===== config.mk =====
export PLATFORM = sky130hd
export DESIGN_NAME = aluCoreRegs
export DESIGN_NICKNAME = d
export VERILOG_FILES = /design/src/design/aluCorePkg.sv /design/src/design/aluCoreRegs.sv
export VERILOG_INCLUDE_DIRS = /design/src /design/src/design
export SDC_FILE = /design/constraint.sdc
export NUM_CORES = 1
export LEC_CHECK = 0
export BUFFER_PORTS_ARGS = -buffer_cell sky130_fd_sc_hd__buf_2
export CORE_MARGIN = 4
export CORE_UTILIZATION = 35
export CTS_BUF_LIST = sky130_fd_sc_hd__clkbuf_8
export DETAILED_ROUTE_END_ITERATION = 7
export RECOVER_POWER = 50
export SLEW_MARGIN = 0
export SYNTH_ARGS = -nofsm -noshare
export SYNTH_HDL_FRONTEND = slang
export SYNTH_SLANG_ARGS = --single-unit
export TNS_END_PERCENT = 100

===== constraint.sdc =====
create_clock -name clk -period 11.7 [get_ports clk]
set_input_delay 0.585 -clock clk [delete_from_list [all_inputs] [get_ports clk]]
set_output_delay 0.585 -clock clk [all_outputs]
set_load 0.005 [all_outputs]

===== src/design/aluCore_consts.svh =====
`ifndef ALU_CORE_CONSTS_SVH
`define ALU_CORE_CONSTS_SVH

// Datapath and register file size
`define ALU_DATA_W 32
`define ALU_NREGS 8

// AXI4-Lite address width
`define ALU_ADDR_W 32

// Register map, byte offsets
// GPRs sit at 0x00..0x1C, one word each
`define ALU_PC_ADDR 32'h20
`define ALU_INSTR_ADDR 32'h24
`define ALU_STATUS_ADDR 32'h28

// AXI response codes
`define ALU_RESP_OKAY 2'b00
`define ALU_RESP_SLVERR 2'b10

`endif


===== src/design/aluCorePkg.sv =====
`default_nettype none

`include "aluCore_consts.svh"

package aluCorePkg;

    typedef logic [`ALU_DATA_W-1:0] data_t;
    typedef logic [$clog2(`ALU_NREGS)-1:0] regIdx_t;

    // Opcode field of the instruction word
    typedef enum logic [4:0] {
        ADD  = 5'd0,
        SUB  = 5'd1,
        MUL  = 5'd2,
        DIV  = 5'd3,
        ABS  = 5'd4,
        SLT  = 5'd5,
        SEQ  = 5'd6,
        SNEZ = 5'd7,
        MIN  = 5'd8,
        SLL  = 5'd9,
        ADDI = 5'd10,
        MULI = 5'd11,
        DIVI = 5'd12,
        SLLI = 5'd13,
        BEQZ = 5'd14,
        JAL  = 5'd15
    } aluOp_t;

    typedef struct packed {
        aluOp_t opcode;
        regIdx_t rd;
        regIdx_t rs1;
        regIdx_t rs2;
        logic [17:0] unused;
    } rType_t;

    typedef struct packed {
        aluOp_t opcode;
        regIdx_t rd;
        regIdx_t rs1;
        logic signed [20:0] imm; // Sign extended in decode
    } iType_t;

    // One instruction word, two views
    typedef union packed {
        rType_t rType;
        iType_t iType;
    } instrWord_t;

endpackage

`default_nettype wire


===== src/design/aluCoreRegs.sv =====
`default_nettype none
`timescale 1ns/1ps

`include "aluCore_consts.svh"

module aluCoreRegs (
    input wire clk,
    input wire reset,
    // AXI4-Lite slave
    input wire [`ALU_ADDR_W-1:0] awaddr,
    input wire awvalid,
    output logic awready,
    input wire [`ALU_DATA_W-1:0] wdata,
    input wire [`ALU_DATA_W/8-1:0] wstrb,
    input wire wvalid,
    output logic wready,
    output logic [1:0] bresp,
    output logic bvalid,
    input wire bready,
    input wire [`ALU_ADDR_W-1:0] araddr,
    input wire arvalid,
    output logic arready,
    output aluCorePkg::data_t rdata,
    output logic [1:0] rresp,
    output logic rvalid,
    input wire rready,
    // Core side
    output logic issue,
    output aluCorePkg::instrWord_t instr,
    input aluCorePkg::regIdx_t rs1Idx,
    input aluCorePkg::regIdx_t rs2Idx,
    output aluCorePkg::data_t rs1Data,
    output aluCorePkg::data_t rs2Data,
    input wire wbEn,
    input aluCorePkg::regIdx_t wbIdx,
    input aluCorePkg::data_t wbData,
    input wire done,
    input aluCorePkg::data_t pc,
    input wire [15:0] count,
    output logic pcLoad,
    output aluCorePkg::data_t pcLoadData
);

    aluCorePkg::data_t regFile [1:`ALU_NREGS-1]; // Register 0 is not stored
    logic busy;
    logic wrAccept;
    logic rdAccept;
    logic awIsReg, awIsPc, awIsInstr, awIsStatus, awMapped;
    logic arIsReg, arMapped;
    aluCorePkg::regIdx_t awIdx, arIdx;
    aluCorePkg::data_t statusWord;
    aluCorePkg::data_t rdMux;

    // Write address decode
    assign awIsReg = (awaddr < `ALU_NREGS * 4) && (awaddr[1:0] == 2'b00);
    assign awIsPc = (awaddr == `ALU_PC_ADDR);
    assign awIsInstr = (awaddr == `ALU_INSTR_ADDR);
    assign awIsStatus = (awaddr == `ALU_STATUS_ADDR);
    assign awMapped = awIsReg | awIsPc | awIsInstr | awIsStatus;
    assign awIdx = aluCorePkg::regIdx_t'(awaddr[4:2]);

    // Address and data taken together; instruction writes stall while busy
    assign wrAccept = awvalid && wvalid && !bvalid && !(awIsInstr && busy);
    assign awready = wrAccept;
    assign wready = wrAccept;

    assign issue = wrAccept && awIsInstr;
    assign instr = aluCorePkg::instrWord_t'(wdata);
    assign pcLoad = wrAccept && awIsPc;
    assign pcLoadData = wdata;

    // Operand reads, same cycle
    assign rs1Data = (rs1Idx == '0) ? '0 : regFile[rs1Idx];
    assign rs2Data = (rs2Idx == '0) ? '0 : regFile[rs2Idx];

    always_ff @(posedge clk) begin
        if (reset) begin
            for (int i = 1; i < `ALU_NREGS; i++) begin
                regFile[i] <= '0;
            end
        end else begin
            if (wrAccept && awIsReg && awIdx != '0) begin
                regFile[awIdx] <= wdata;
            end
            // Later assignment, so writeback wins a collision
            if (wbEn && wbIdx != '0) begin
                regFile[wbIdx] <= wbData;
            end
        end
    end

    always_ff @(posedge clk) begin
        if (reset) begin
            busy <= 1'b0;
        end else if (issue) begin
            busy <= 1'b1;
        end else if (done) begin
            busy <= 1'b0;
        end
    end

    // Write response
    always_ff @(posedge clk) begin
        if (reset) begin
            bvalid <= 1'b0;
            bresp <= `ALU_RESP_OKAY;
        end else if (wrAccept) begin
            bvalid <= 1'b1;
            bresp <= awMapped ? `ALU_RESP_OKAY : `ALU_RESP_SLVERR;
        end else if (bready) begin
            bvalid <= 1'b0;
        end
    end

    // Read side
    assign arIsReg = (araddr < `ALU_NREGS * 4) && (araddr[1:0] == 2'b00);
    assign arIdx = aluCorePkg::regIdx_t'(araddr[4:2]);
    assign statusWord = {count, 15'd0, busy};
    assign arMapped = arIsReg || araddr == `ALU_PC_ADDR ||
                      araddr == `ALU_INSTR_ADDR || araddr == `ALU_STATUS_ADDR;

    always_comb begin
        rdMux = '0; // INSTR and unmapped read zero
        if (arIsReg) begin
            rdMux = (arIdx == '0) ? '0 : regFile[arIdx];
        end else if (araddr == `ALU_PC_ADDR) begin
            rdMux = pc;
        end else if (araddr == `ALU_STATUS_ADDR) begin
            rdMux = statusWord;
        end
    end

    assign arready = !rvalid;
    assign rdAccept = arvalid && arready;

    always_ff @(posedge clk) begin
        if (reset) begin
            rvalid <= 1'b0;
            rresp <= `ALU_RESP_OKAY;
        end else if (rdAccept) begin
            rvalid <= 1'b1;
            rresp <= arMapped ? `ALU_RESP_OKAY : `ALU_RESP_SLVERR;
        end else if (rready) begin
            rvalid <= 1'b0;
        end
    end

    always_ff @(posedge clk) begin
        if (rdAccept) begin
            rdata <= rdMux;
        end
    end

endmodule

`default_nettype wire


After elaboration in Yosys (flattened, before gate mapping)
Memory sizes are Yosys's and may differ from the RTL's.
Cells that the tools add are included.
- flip-flop bits (word level): 39
- ROM bits: 0
- RAM bits: 224
- bits in latches: 0
- input bits: 198
- memories: 1
- output and inout port bits: 171
- reductions and logical operators: 30
- $add $sub $neg: 0
- div/mod/pow operators: 0
- muxes and demuxes: 28
- shifts and indexed selects: 0
- equal/unequal tests: 6
- multipliers: 0
- magnitude comparators: 2
- bitwise logic cells: 3
- memory list (name ; depth ; bits a word ; rd ports ; clocked after Yosys merged registers in ; write ports ; line ; source):
    regFile ; 7 ; 32 ; 3 ; 0 ; 7 ; aluCoreRegs.sv:44 ; aluCorePkg::data_t regFile [1:`ALU_NREGS-1];
- operators with widths (operator ; number):
    32-bit 2-to-1 mux ; 8
    32-bit by 6-bit equality test with 1-bit output, second input constant ; 6
    32-bit by 6-bit < comparator with 1-bit output, second input constant ; 2
    32-bit OR reduction ; 2
    1-bit 2-to-1 mux ; 16
    1-bit logical AND ; 12
    3-bit zero test ; 3
    3-bit 2-to-1 mux ; 2
    2-bit nonzero test ; 3
    3-bit nonzero test ; 2
    2-bit zero test ; 2
    2-bit 2-to-1 mux ; 2
    1-bit zero test ; 3
    1-bit logical OR ; 3
    1-bit bitwise OR ; 3

Logic depth before layout (Yosys ltp)
- word-level depth: 11
- mapped depth: 7

Worst setup path before layout
No wires, ideal clock.
- path type: input to register
- from: in awaddr[14]
- to: mem regFile[7][0] (netlist name), enable pin
- required time: 11230 ps
- slack: 7106 ps
- stages on the path: 5
- arrival time: 4124 ps
- path through: nor4_1 -> nand3_1 -> or3_1 -> clkbuf_1 -> o31ai_1
- RTL lines (what ; line ; source):
    start: declaration ; aluCoreRegs.sv:10 ; input wire [`ALU_ADDR_W-1:0] awaddr,
    end: declaration ; aluCoreRegs.sv:44 ;

==> summary.txt <==
Logic synthesis
  • Proportion of synthesized area in mux cells: 19.3%
  • Synth Area in Compound Gates: 19.2%
  • Synth Area per Inst: 11.6 µm²
  • Synth top area cells: edfxtp_1 44%, mux4_2 12%, mux2_2 6.1%
  • Cell Area, Synth: 0.0177 mm²
  • XOR/XNOR Fraction of Synth Area: 0%
  • Post-synth EDFFs: 256
  • Cell taking the most area after synthesis: edfxtp_1
  • Ys async rst share: 0%
  • Distinct cells, synth: 54
  • Largest family of logic cells by synthesized area: multiplexers
  • Area share of and/or/nand/nor cells after synthesis: 8.58%
  • FF+latch count, synth: about 260
  • Sequential-to-total area share from yosys stat: 44.1%
  • Post-synthesis adder-cell area fraction: 0%
  • Mapped Cells: 1,524
  • Share of the synthesized area in the top cell type: between 40% and 50%
  • Main flop type after synthesis: edfxtp_1
  • Ys Warns: 0

STA
  • Final worst slack: 6.16 ns
  • Min Hold Slack: about 0.15 ns
  • Max-slew violations: around 320
  • Max Fclk: around 0.18 GHz
  • Setup TNS: 0 ns
  • Worst-Margin Slew: 3.96 ns
  • Slew headroom: -164%
  • Hold Vio Cnt, Final: 0
  • Final setup viols: 0
  • Worst Skew: 0.0334 ns
  • Part of the cycle the worst path needs: 47.4%
  • RSZ-0062 raised after global routing: no
  • Final min period: 5.54 ns

Route
  • Pre-antenna DRT Iters: 6
  • DRC Markers: 0
  • Vias per inst: around 6.4
  • Drt wl/cell: 29.1 µm
  • Routed Antenna Nets: 0
  • Vias: roughly 16k
  • DRT Wirelength: between 70,000 and 80,000 µm
  • DR iter-0 viols: 1,892

Global routing
  • Antenna violations before repair: 18
  • GRT met2 Usage: between 30% and 40%
  • Met3 Use GR: 8.62%
  • Gr busiest metal: met2
  • First-pass GRT wire length: 100,000 µm
  • Vias in the first global route: 15.5k
  • Met1 Track Usage GR: a little under a third
  • GRT Residual Overflow: 0
  • Gr usage total: 25.0%
  • Largest net degree at the start of global routing: 66

Status
  • Failing checks: capacitance limit, slew limit
  • Status: finished with violations

Critical path
  • Dominant delay contributor by cell family on the critical path: buffers and inverters
  • Bufs and invs on worst path: 2
  • CP startpoint kind: primary input
  • CP max stage cell: clkbuf_1
  • Critical path, cell by cell: clkbuf_1 -> nor4_1 -> and3_2 -> clkbuf_1 -> a211o_2
  • Req. time, crit path: around 12 ns
  • Crit path largest cell delay: approximately 2.8 ns
  • Crit path top cell by count: clkbuf_1
  • Crit. End Element: flip-flop
  • WS Path Type: in -> reg
  • Worst path arrival time: 5.77 ns
  • Max FO, Critical Path: 65

Floorplan
  • Die X-Extent: 233 µm
  • Initial Util: 35.3%
  • Core outline area: roughly 0.05 mm²
  • DIE AREA: between 0.05 and 0.06 mm²
  • Io pins: 369
  • Die height: 233 µm
  • Rows: 82

Pwr
  • Switching Fraction: 29.5%
  • Overall Power: 2350 µW
  • Combinational fraction of design power: 18.0%
  • Clk network pwr share: 34.0%
  • Worst VDD drop: approximately 0.067 mV
  • NetSw: ~690 µW
  • Internal: 1650 µW
  • Pwr dens: 117 mW/mm²
  • Sequential Power Share: about half
  • P_leak: 0.00704 µW

CTS
  • Resize count post-CTS: 0
  • Post-CTS setup repair buffer count: 0
  • Worst skew pair latency: 0.64 ns
  • CTS Buf Count: 48
  • Worst-path clk slew: 0.06 ns
  • CTS tree: done
  • Clock sinks: approximately 260
  • Worst-case clock buffer depth: 3
  • Clock Tree Root: clkbuf_8
  • H-tree levels: 2
  • Hold_buf cts: 0

Placement
  • GP Congestion: 0.845
  • Post-DP HPWL: 41,500 µm
  • Worst slack, placed: roughly 7.4 ns
  • Port Buffer Count: 362

Cells and area
  • Area grow syn2layout: 14.0%
  • Commonest non-fill, non-tap cells in the layout: 268 x buf_2, 256 x edfxtp_1, 96 x a22o_1, 96 x mux4_2, 96 x mux2_2
  • Share of layout cells above drive strength 1: 34.0%
  • Most common cell after layout, fill and taps aside: buf_2
  • Nets@finish: 1,916

Job
  • Max Cap Viol: 8

Hold path
  • Worst min path class: in -> reg
[worst register-to-register path, stage by stage, from the launching register on]
cell and delay, ns:
dfxtp_1 0.33, and4bb_2 0.37, o211ai_1 0.11, nor4_1 0.22, clkbuf_1 1.96, a22o_1 0.36
[power groups by stage]
stage               clock [µW]  combinational [µW]  sequential, µW
CTS                        807                 422            1130
global route               853                 449            1130
floorplan                    0                 255            1130
global placement             0                 414            1140
detailed placement           0                 420            1140
finish                     798                 422            1130
[layout make-up]
class                      instances  area (µm²)
sequential                       261        7790
inverter                          69         259
timing repair buffer             398        1970
multi-input combinational        940        8440
tap                              672         841
clock inverter                    34         149
clock buffer                      49         674
antenna                            6        15.0
fill                            4844       29900
[stage by stage]
| step | cells | utilization [%] | instance area [µm²] |
|---|---|---|---|
| after floorplan | 1525 | - | 17700 |
| after global placement | 2340 | 38.9 | 19500 |
| after detailed placement | 2340 | 38.9 | 19500 |
| after CTS | 2423 | 40.6 | 20300 |
| after global routing | 2427 | 40.2 | 20100 |
| final | 2429 | 40.2 | 20100 |
[registers in the layout, indices dropped and copies added (netlist names)]
register	cells
busy	1
rvalid	1
bvalid	1
rdata	32
rresp	1
regFile	224
bresp	1
[metal layers]
layer / wire length (µm) / vias to the layer above
met5: 155 / -
met4: 2900 / 24
met3: 9450 / 236
met2: 32300 / 1157
met1: 25900 / 7638
li1: - / 6474
[logic make-up after synthesis]
logic type / Yosys count
and+or+nand+nor: 291
buffers and inverters: 324
muxes: 209
DFF: 261
other: 1
AOI/OAI and AO/OA: 438
[cells in the mapped netlist, types with 2 or more instances]
master,count
edfxtp_1,256
clkbuf_1,126
a22o_1,96
mux2_2,96
mux4_2,96
nand2_1,90
a221oi_1,79
buf_4,69
inv_1,69
nand3_1,68
a21oi_1,64
a32o_1,64
buf_2,42
o21ai_1,42
o21ai_0,33
nor2_1,30
nor4_1,27
nor3_1,21
or4_1,18
a22oi_1,17
mux2i_1,17
a311o_1,15
buf_1,14
o21ai_2,10
nor4_2,8
nor2b_1,6
dfxtp_1,5
nand2b_1,5
buf_6,4
or3_1,4
a211o_1,3
o31ai_1,3
a211oi_1,2
a21o_1,2
and3_1,2
nand4_1,2
nor3_2,2
[path summary, 6_finish.rpt]
check        slack, ns  depth (start not counted)      from              to
max               6.16                          5     reset  regFile[2][15]
min               0.15                          2    bready          bvalid
max reg2reg       8.19                          5    bvalid  regFile[6][11]
min reg2reg       0.48                          2  bresp[1]        bresp[1]
(Power assumes the default switching activity.)
