## config.mk

```make
export PLATFORM = sky130hd
export DESIGN_NAME = aluResult
export DESIGN_NICKNAME = d
export VERILOG_FILES = /design/src/design/aluCorePkg.sv /design/src/design/aluResult.sv
export VERILOG_INCLUDE_DIRS = /design/src /design/src/design
export SDC_FILE = /design/constraint.sdc
export NUM_CORES = 1
export LEC_CHECK = 0
export BUFFER_PORTS_ARGS = -buffer_cell sky130_fd_sc_hd__buf_2
export CORE_ASPECT_RATIO = 0.75
export CORE_UTILIZATION = 49
export DETAILED_ROUTE_END_ITERATION = 8
export PLACE_DENSITY_LB_ADDON = 0.2
export SLEW_MARGIN = 20
export SYNTH_ARGS = -nofsm -noshare
export SYNTH_HDL_FRONTEND = slang
export SYNTH_SLANG_ARGS = --single-unit
```

## constraint.sdc

```tcl
create_clock -name clk -period 2.15 [get_ports clk]
set_input_delay 0 -clock clk [delete_from_list [all_inputs] [get_ports clk]]
set_output_delay 0 -clock clk [all_outputs]
set_load 0.01 [all_outputs]
```

## src/design/aluCore_consts.svh

```systemverilog
`ifndef ALU_CORE_CONSTS_SVH
`define ALU_CORE_CONSTS_SVH

// Datapath and register file size
`define ALU_DATA_W 32
`define ALU_NREGS 8

// AXI4-Lite address width
`define ALU_ADDR_W 32

// Register map, byte offsets
// GPRs sit at 0x00..0x1C, one word each
`define ALU_PC_ADDR 32'h20
`define ALU_INSTR_ADDR 32'h24
`define ALU_STATUS_ADDR 32'h28

// AXI response codes
`define ALU_RESP_OKAY 2'b00
`define ALU_RESP_SLVERR 2'b10

`endif

```

## src/design/aluCorePkg.sv

```systemverilog
`default_nettype none

`include "aluCore_consts.svh"

package aluCorePkg;

    typedef logic [`ALU_DATA_W-1:0] data_t;
    typedef logic [$clog2(`ALU_NREGS)-1:0] regIdx_t;

    // Opcode field of the instruction word
    typedef enum logic [4:0] {
        ADD  = 5'd0,
        SUB  = 5'd1,
        MUL  = 5'd2,
        DIV  = 5'd3,
        ABS  = 5'd4,
        SLT  = 5'd5,
        SEQ  = 5'd6,
        SNEZ = 5'd7,
        MIN  = 5'd8,
        SLL  = 5'd9,
        ADDI = 5'd10,
        MULI = 5'd11,
        DIVI = 5'd12,
        SLLI = 5'd13,
        BEQZ = 5'd14,
        JAL  = 5'd15
    } aluOp_t;

    typedef struct packed {
        aluOp_t opcode;
        regIdx_t rd;
        regIdx_t rs1;
        regIdx_t rs2;
        logic [17:0] unused;
    } rType_t;

    typedef struct packed {
        aluOp_t opcode;
        regIdx_t rd;
        regIdx_t rs1;
        logic signed [20:0] imm; // Sign extended in decode
    } iType_t;

    // One instruction word, two views
    typedef union packed {
        rType_t rType;
        iType_t iType;
    } instrWord_t;

endpackage

`default_nettype wire

```

## src/design/aluResult.sv

```systemverilog
`default_nettype none
`timescale 1ns/1ps

`include "aluCore_consts.svh"

module aluResult (
    input wire clk,
    input wire reset,
    input wire exValid,
    input aluCorePkg::aluOp_t exOp,
    input aluCorePkg::regIdx_t exRd,
    input aluCorePkg::data_t exResult,
    output logic wbEn,
    output aluCorePkg::regIdx_t wbIdx,
    output aluCorePkg::data_t wbData,
    output logic done,
    output aluCorePkg::data_t pc,
    output logic [15:0] count,
    input wire pcLoad,
    input aluCorePkg::data_t pcLoadData
);

    always_ff @(posedge clk) begin
        if (reset) begin
            wbEn <= 1'b0;
            pc <= '0;
            count <= '0;
        end else begin
            wbEn <= exValid;
            if (exValid) begin
                pc <= (exOp == aluCorePkg::JAL) ? exResult : pc + 4;
                count <= count + 16'd1; // Wraps at 16 bits
            end else if (pcLoad) begin
                pc <= pcLoadData;
            end
        end
    end

    always_ff @(posedge clk) begin
        if (exValid) begin
            wbIdx <= exRd;
            wbData <= exResult;
        end
    end

    // Writeback is the last step, so it also releases busy
    assign done = wbEn;

endmodule

`default_nettype wire

```

Word level (Yosys, flattened, before mapping)
Index checks and enable logic that the tools add are counted.
- reductions and logical operators: 1
- eq/ne operators: 1
- $add $sub $neg: 2
- mux-type cells: 3
- operators by type and width (operator ; number):
    $mux 32 ; 3
    $add 32x3->32 const B ; 1
    $add 16x1->16 const B ; 1
    $eq 5x4->1 const B ; 1
    $reduce_bool 2->1 ; 1
- register bits after elaboration: 84
- output and inout port bits: 85
- logic and storage cells: 12
- input bits: 76

Logic depth before layout (Yosys ltp)
Gate-level depths: netlist of the first run.
- depth in word-level cells: 3
- mapped depth: 6
- depth with buffers taken out: 6

Worst setup path before layout of the first run
OpenSTA, ideal clock, no wires.
- path type: reg-to-reg
- start: register pc[2]
- end: register pc[16]
- clock period less this slack: 1.904 ns
- slack: 0.246 ns
- required time: 2.035 ns
- stages on the path, launching flop included: 7
- library setup time: 0.115 ns
- path buffers: 0
- data arrival time: 1.790 ns
- cells stage by stage: dfxtp_1 > ha_1 > nand2_1 > nor4_1 > nand3_1 > xor2_1 > a2111oi_0
- longest elaborated chain between the ends: 3
- RTL lines (what ; RTL line ; source):
    from (decl) ; aluResult.sv:17 ; output aluCorePkg::data_t pc,
    from (signal assigned) ; aluResult.sv:31 ; pc <= (exOp == aluCorePkg::JAL) ? exResult : pc + 4;
    from (signal assigned) ; aluResult.sv:34 ; pc <= pcLoadData;
    $add 32x3->32 ; aluResult.sv:31 ;
    $mux 32 ; aluResult.sv:31 ;
    $mux 32 ; aluResult.sv:30 ; if (exValid) begin
Every way passes these cells.
A chain may end at the register's enable or synchronous reset.

Final worst setup path of the first run
- start: register pc[6]
- end: register pc[27]
The elaborated chain is that of the path after synthesis.

==> run metrics, run 1 <==
outcome finished, final reports clean; final setup fails 0; Synth Register Bits 84; P&R area growth vs syn 40.4%; wire length of the first global-routing pass approximately 18 mm; Post-Syn Nets 485; area of the multi-input gates ~1900 sq um; worst vdd ir 0.000471 V; routed wl met2 5.52 mm; M1 WL 5.37 mm; Top FF cell, synth dfxtp_1; clk sinks 84; crit-path max FO 6; Worst EP arrival 2.18 ns; WS Path Type reg2reg; Crit. End Element register; Mapped Area 4160 sq um; Finished Layout Cells 723; DRC violations left 0; Worst-Skew Late Latency 0.33 ns; antenna violations before repair 0; initial core utilization 51.6%; Pwr Density 708 nW/um^2; Final HPWL DP 8.04 mm; DIE AREA 8860 sq um; fill cell count 621; min Tclk post-route 1.98 ns; crit path cell chain nand4_1, nor4_2, buf_4, nand2_1, xnor2_1, a2111oi_0; gr usage total 26.8%; DR vias 3902; startpoint types register; Post-synth EDFFs 35; Cell variety after synth 48; DRT iter0 DRCs between 100 and 150; syn_area_per_cell 10.2 sq um; setup bufs post-CTS 0; Slew headroom 61.6%; final period utilization 92.3%; Max Cap Viol 0; Worst path max stage delay 0.43 ns; DRT Pass-1 Iters 5; synth warn 0; IO Count 161; clk buf depth 2; DR WL met3 ~750 um; area leader, netlist edfxtp_1; final hold vios 0; Leak 2.47 nW; IO buf count 160; # diodes 0; Routed Wire Length 11.7 mm; Inst Count DP 669; drt wl/cell approximately 16 um; Async S/R FF share, synth 0%; RePlAce Congestion 0.887; layout cell share with drive strength beyond 1 35.8%; min-delay worst type in2reg; Slew Limit Fails 0; Synth Instances around 410; RSZ-0062 raised after global routing no; vias in the first global route 3731; Register Area 2030 sq um; top post-synthesis cells by area edfxtp_1, dfxtp_1, xnor2_1, a211oi_1, mux2i_1; Final ANT Viol Nets 0; Slowest-stage cell, CP a2111oi_0; clock slew at reported path FFs approximately 0.06 ns; largest net degree at the start of global routing 39; H-tree depth 3; CTS tree done; sequential-to-total area share from yosys stat 48.9%; Core ar. 8060 sq um; FP Rows 28; vias per cell approximately 5.4; f_max slightly above 0.5 GHz; layout net count 691; clock skew 0.00346 ns; Slew @ Worst Pin 0.576 ns; Num CTS Buffers 9; top routing layer in use met4; Clock Tree Root clkbuf_16; chip width around 110 um; die height 81.8 um; count leader, synth dfxtp_1; synth cell count leaders dfxtp_1, nand2_1, edfxtp_1; CP Data Required Time around 2.4 ns; grt ovf 0; setup_tns 0 ns; share of the synthesized area in the top cell type 25.3%
## cells in the final DEF (no fill, tap or decap), types with 18 or more instances in the layout
cell,instances
dlygate4sd3_1,38
a211oi_1,20
xnor2_1,23
dfxtp_1,47
nor2_1,26
buf_2,160
buf_4,23
nand2_1,37
edfxtp_1,35
a21oi_1,18
## state kept, by name, indices dropped and copies added, names as in the netlist
signal / flops
wbIdx: 3
count: 16
wbData: 32
pc: 32
done: 1
## report_power, final
part / switching (mW) / total, mW / internal (mW)
Clock: 0.628 / 1.68 / 1.05
Combinational: 0.313 / 0.608 / 0.295
Sequential: 0.0678 / 1.84 / 1.77
Total: 1.01 / 4.13 / 3.12
## cells by family (layout without fill, tap and decap cells)
| group | Yosys count | in the layout | synth area share [%] |
|---|---|---|---|
| buffers and inverters | 35 | 246 | 4.94 |
| multiplexers | 15 | 15 | 3.61 |
| flip-flops | 84 | 84 | 48.9 |
| AND/OR/NAND/NOR | 155 | 155 | 20.0 |
| adder cells (fa/ha/maj) | 2 | 2 | 0.602 |
| AO/OA/AOI/OAI | 77 | 77 | 13.7 |
| XOR/XNOR | 39 | 39 | 8.22 |
## path summary, 6_finish.rpt
check | start | endpoint | slack (ns) | depth (start not counted)
max | pc[6]$_SDFFE_PP0P_ | pc[27]$_SDFFE_PP0P_ | 0.17 | 6
min | pcLoadData[27] | pc[27]$_SDFFE_PP0P_ | 0.06 | 4
max reg2reg | pc[6]$_SDFFE_PP0P_ | pc[27]$_SDFFE_PP0P_ | 0.17 | 6
min reg2reg | count[7]$_SDFFE_PP0P_ | count[7]$_SDFFE_PP0P_ | 0.51 | 2
## per-layer routing
layer	track usage [%]	up-vias
met5	0	-
met1	35.7	1835
met2	44.6	146
met4	5.81	0
li1	-	1912
met3	6.35	9
## stage by stage
step                      utilization (%)  worst slack, ns  hold slack (ns)  power [mW]  cell area (sq um)
after floorplan                         -            0.246           0.0989        2.14               4160
after global placement               63.4            0.277            0.177        2.41               5110
after detailed placement             63.4            0.136            0.178        2.42               5110
after CTS                            72.2            0.114           0.0468        4.15               5820
after global routing                 72.4           0.0312           0.0761        4.29               5830
final                                72.4            0.165           0.0553        4.13               5830
## critical path, delay by kind of cell, from the launching register on
family / cells / cell delay (ns)
AOI/OAI and AO/OA: 1 / 0.43
and+or+nand+nor: 3 / 0.68
buffers and inverters: 1 / 0.20
DFF: 1 / 0.42
xor gates and xnor gates: 1 / 0.13
## cell type report
cell class                      instances  area share, %
Tap cell                              105           2.25
Timing Repair Buffer                  222           23.6
Sequential cell                        84           34.9
Multi-Input combinational cell        288           33.2
Clock buffer                           11           4.16
Clock inverter                          5           1.42
Inverter                                8          0.515
## what timing repair did
item                                   in CTS  in global routing
resized for setup                           0                  5
hold buffers                               38                  0
endpoints found under the hold margin      48                  0
setup endpoints to repair                   0                  3
Power figures use the tool's default switching activity.
==> run 2, diff against run 1 <==
- CELL_PAD_IN_SITES_DETAIL_PLACEMENT: not set -> 0
- CELL_PAD_IN_SITES_GLOBAL_PLACEMENT: not set -> 1
- CORE_UTILIZATION: 49 -> 36
==> run metrics, run 2 (synthesis results as in run 1) <==
outcome finished, final reports clean; Worst path max stage delay 0.44 ns (about the same); clock slew at reported path FFs 0.06 ns (about the same); largest registers pc (32), wbData (32), count (16); Final HPWL DP 8.42 mm (+4.6%); min Tclk post-route 2.01 ns (+0.0276 ns); WS Path Type reg2reg; worst vdd ir 0.000344 V (-27%); DR vias 3872 (-0.77%); CP dominant cell by count nand4_1; Num CTS Buffers 9 (unchanged); fin util 52.2% (-20 points); Max Cap Viol 0 (unchanged); Pwr Density 667 nW/um^2 (-5.7%); wire length of the first global-routing pass 18.5 mm (+1.8%); IO buf count 160 (unchanged); commonest non-fill, non-tap cell in the layout buf_2; vias in the first global route 3665 (-1.8%); Leak 2.43 nW (-1.5%); setup bufs post-CTS 0 (unchanged); gr usage total 19.8% (-7.0 points); layout cell share with drive strength beyond 1 34.6% (-1.1 points); Worst-Skew Late Latency 0.33 ns (about the same); DRC violations left 0 (unchanged); startpoint types register; Power, Total 3.86 mW (-6.6%); # diodes 0 (unchanged); vias per cell 5.13 (-5.0%); clk sinks 84 (unchanged); DP Area 5140 sq um (+0.61%); Crit. End Element register; RePlAce Congestion 0.837 (-5.6%); chip width 126 um (+16%); CP Data Required Time 2.38 ns (+0.03 ns); f_max 0.497 GHz (-1.4%); P&R area growth vs syn 39.1%; antenna violations before repair 0 (unchanged); drt wl/cell 15.9 um (-1.8%); Clock Tree Root clkbuf_16; crit path cell chain nand4_1, nor4_2, buf_4, nand4_1, xor2_1, a2111oi_2; H-tree depth 3 (unchanged); final instance area 5780 sq um (-0.94%); grt ovf 0 (unchanged); clock skew 0.00523 ns (+0.00177 ns); Core ar. 11100 sq um (+37%); min-delay worst type in2reg; Worst EP arrival 2.24 ns (+0.06 ns); clk buf depth 2 (unchanged); IO Count 161 (unchanged); DRT Pass-1 Iters 5 (unchanged); RSZ-0062 raised after global routing yes; initial core utilization 37.6% (-14 points); Routed Wire Length 12.0 mm (+2.5%); commonest cells after routing, fill and taps aside buf_2, dfxtp_1, nand2_1, dlygate4sd3_1, edfxtp_1; final period utilization 93.6% (+1.3 points); Final ANT Viol Nets 0 (unchanged); CTS tree done; largest net degree at the start of global routing 45 (+15%); final setup fails 0 (unchanged); DRT iter0 DRCs 212 (+53%); layout net count 688 (-0.43%); Slowest-stage cell, CP dfxtp_1; crit-path max FO 8 (+2); final hold vios 0 (unchanged); Slew Limit Fails 0 (unchanged); FP Rows 33 (+18%); die height 95.0 um (+16%); Slew headroom 47.9% (-14 points); DIE AREA 12000 sq um (+35%); Slew @ Worst Pin 0.782 ns (+0.205 ns)
==> run 2: report_power, final <==
part           total (mW)  internal, mW  leakage [nW]  switching [mW]
clock                1.42         0.810         0.133           0.612
combinational       0.593         0.290          1.55           0.304
sequential           1.84          1.77         0.745          0.0713
total                3.86          2.87          2.43           0.987
==> run 2: metrics by stage <==
stage | hold slack (ns) | cells | TNS (ns) | setup WS, ns
after floorplan | 0.0989 | 407 | 0 | 0.246
after global placement | 0.181 | 702 | 0 | 0.247
after detailed placement | 0.184 | 702 | 0 | 0.158
after CTS | 0.0437 | 755 | 0 | 0.124
after global routing | 0.0774 | 755 | -0.0687 | -0.0261
final | 0.0572 | 755 | 0 | 0.137
==> run 2: final cells by class <==
cell class	instances	area (sq um)
tap	140	175
clock buffer	13	250
inverter	8	30.0
timing repair buffer	219	1350
multi-input combinational	288	1930
clock inverter	3	15.0
fill	1047	5290
sequential	84	2030
==> run 2: final timing paths <==
| kind | slack [ns] | cells past startpoint | startpoint | endpoint |
|---|---|---|---|---|
| worst min register to register | 0.50 | 2 | count[7]$_SDFFE_PP0P_ | count[7]$_SDFFE_PP0P_ |
| worst max register to register | 0.14 | 6 | pc[4]$_SDFFE_PP0P_ | pc[23]$_SDFFE_PP0P_ |
| worst min-delay path | 0.06 | 3 | pcLoadData[9] | pc[9]$_SDFFE_PP0P_ |
| worst max-delay path | 0.14 | 6 | pc[4]$_SDFFE_PP0P_ | pc[23]$_SDFFE_PP0P_ |
==> run 2: routing by layer <==
metal  share of wire [%]  global-route usage, %  vias up
li1                    -                      -     1916
met1                  50                   27.2     1809
met2                  44                   31.6      139
met3                 5.5                   4.43        8
met4                0.79                   5.42        0
met5                   0                      0        -
==> run 2: repair_timing <==
item	4_1_cts	5_1_grt
endpoints found under the hold margin	46	0
setup endpoints to repair	0	4
hold buffers	37	0
gates resized for setup	0	1
==> run 2: worst max-delay path, delay by kind of cell, from the launching register on <==
family	cells	cell delay, ns
flip-flops	1	0.44
buffers and inverters	1	0.21
AO/OA/AOI/OAI	1	0.34
AND/OR/NAND/NOR	3	0.74
XOR/XNOR	1	0.17
==> run 3, diff against run 2 <==
--- a/config.mk
+++ b/config.mk
@@ -12,5 +12,7 @@
 export CORE_ASPECT_RATIO = 0.75
-export CORE_UTILIZATION = 36
+export CORE_UTILIZATION = 38
+export CTS_BUF_LIST = sky130_fd_sc_hd__clkbuf_4
 export DETAILED_ROUTE_END_ITERATION = 8
 export PLACE_DENSITY_LB_ADDON = 0.2
+export REMOVE_ABC_BUFFERS = 1
 export SLEW_MARGIN = 20
==> constraint.sdc (replaced) <==
create_clock -name clk -period 2.15 [get_ports clk]
set_input_delay 0.1075 -clock clk [delete_from_list [all_inputs] [get_ports clk]]
set_output_delay 0.1075 -clock clk [all_outputs]
set_load 0.01 [all_outputs]
==> run metrics, run 3 (synthesis results as in run 1) <==
outcome finished, final reports clean; DIE AREA 11400 sq um (-5.2%); fill cell count 967 (-7.6%); Worst EP arrival 2.26 ns (+0.02 ns); largest registers pc (32), wbData (32), count (16); CP Data Required Time 2.47 ns (+0.09 ns); IO Count 161 (unchanged); layout net count 690 (+0.29%); DR vias 3849 (-0.59%); # diodes 0 (unchanged); Worst-Skew Late Latency 0.44 ns (+0.11 ns); vias in the first global route 3710 (+1.2%); final setup fails 0 (unchanged); Inst Count DP 701 (-0.14%); antenna violations before repair 0 (unchanged); final hold vios 0 (unchanged); wire length of the first global-routing pass 18.5 mm (about the same); Clock Tree Root clkbuf_4; largest net degree at the start of global routing 37 (-18%); CTS tree done; Num CTS Buffers 9 (unchanged); DRT iter0 DRCs 258 (+22%); H-tree depth 3 (unchanged); Slew @ Worst Pin 0.779 ns (-0.00244 ns); die height 92.6 um (-2.6%); Crit. End Element register; clk sinks 84 (unchanged); worst vdd ir 0.000422 V (+23%); f_max 0.515 GHz (+3.7%); chip width 123 um (-2.6%); commonest cells after routing, fill and taps aside buf_2, dfxtp_1, nand2_1; min Tclk post-route 1.94 ns (-0.0718 ns); Finished Layout Cells 753 (-0.26%); Slew Limit Fails 0 (unchanged); setup bufs post-CTS 0 (unchanged); RSZ-0062 raised after global routing no; P&R area growth vs syn 36.1%; FP Rows 32 (-3.0%); drt wl/cell 15.6 um (-2.3%); Final ANT Viol Nets 0 (unchanged); Final HPWL DP 8.26 mm (-1.9%); min-delay worst type in2reg; Pwr Density 590 nW/um^2 (-12%); startpoint types register; grt ovf 0 (unchanged); final period utilization 90.3% (-3.3 points); clock skew 0.0148 ns (+0.00958 ns); clk buf depth 2 (unchanged); crit-path max FO 8 (unchanged); DRT Pass-1 Iters 4 (-1); vias per cell 5.11 (-0.33%); fin util 54.1% (+1.9 points); IO buf count 160 (unchanged); commonest non-fill, non-tap cell in the layout buf_2; gr usage total 21.2% (+1.3 points); Core ar. 10500 sq um (-5.6%); Max Cap Viol 0 (unchanged); RePlAce Congestion 0.804 (-4.0%); Slew headroom 47.8% (about the same); layout cell share with drive strength beyond 1 35.3% (+0.70 points); WS Path Type reg2reg; DRC violations left 0 (unchanged); initial core utilization 39.8% (+2.2 points); clock slew at reported path FFs 0.13 ns (+0.07 ns); Leak 2.38 nW (-1.8%); Routed Wire Length 11.7 mm (-2.5%)
==> run 3: repair_timing <==
| action | in CTS | in global routing |
|---|---|---|
| resized for setup | 0 | 2 |
| hold endpoints to repair | 48 | 0 |
| hold buffers | 36 | 0 |
| endpoints found under the setup margin | 0 | 1 |
==> run 3: path summary, 6_finish.rpt <==
check,end,slack (ns),cells after the start,start
worst max-delay path,pc[31]$_SDFFE_PP0P_,0.21,5,pc[16]$_SDFFE_PP0P_
worst min-delay path,pc[8]$_SDFFE_PP0P_,0.03,3,pcLoadData[8]
worst max register to register,pc[31]$_SDFFE_PP0P_,0.21,5,pc[16]$_SDFFE_PP0P_
worst min register to register,count[7]$_SDFFE_PP0P_,0.52,2,count[7]$_SDFFE_PP0P_
==> run 3: worst max-delay path, cell delays in order (launching register included) <==
cell,delay (ns)
dfxtp_1,0.36
nand4_1,0.16
or3_1,0.53
nor4b_4,0.29
xnor2_1,0.11
a2111oi_2,0.37
==> run 3: area by class of cell <==
cell class | count | area, sq um | area share [%]
clock inverter | 4 | 42.5 | 0.752
sequential | 84 | 2030 | 35.9
timing repair buffer | 221 | 1360 | 24.1
inverter | 8 | 30.0 | 0.531
tap | 136 | 170 | 3.01
multi-input combinational | 288 | 1930 | 34.1
clock buffer | 12 | 90.1 | 1.59
==> run 3: power by group <==
part,internal (mW),total (mW),switching [mW]
Sequential,1.77,1.83,0.0664
Clock,0.386,0.906,0.520
Combinational,0.293,0.599,0.307
Total,2.45,3.34,0.893
==> run 3: per-stage QoR <==
step	cell area, sq um	hold WS (ns)	setup slack (ns)	setup TNS, ns	total power [mW]
floorplan	3980	0.176	-0.178	-0.446	2.10
global placement	5160	0.291	0.269	0	2.41
detailed placement	5160	0.291	0.188	0	2.42
CTS	5650	0.00170	0.159	0	3.38
global route	5660	0.0275	0.0412	0	3.51
finish	5660	0.0278	0.209	0	3.34
==> run 3: routing by layer <==
metal	vias to the layer above	share of wire [%]	global-route usage [%]
met3	13	6.9	6.03
met1	1796	48	28.1
met4	0	1.2	6.10
li1	1919	-	-
met2	121	44	33.2
met5	-	0	0
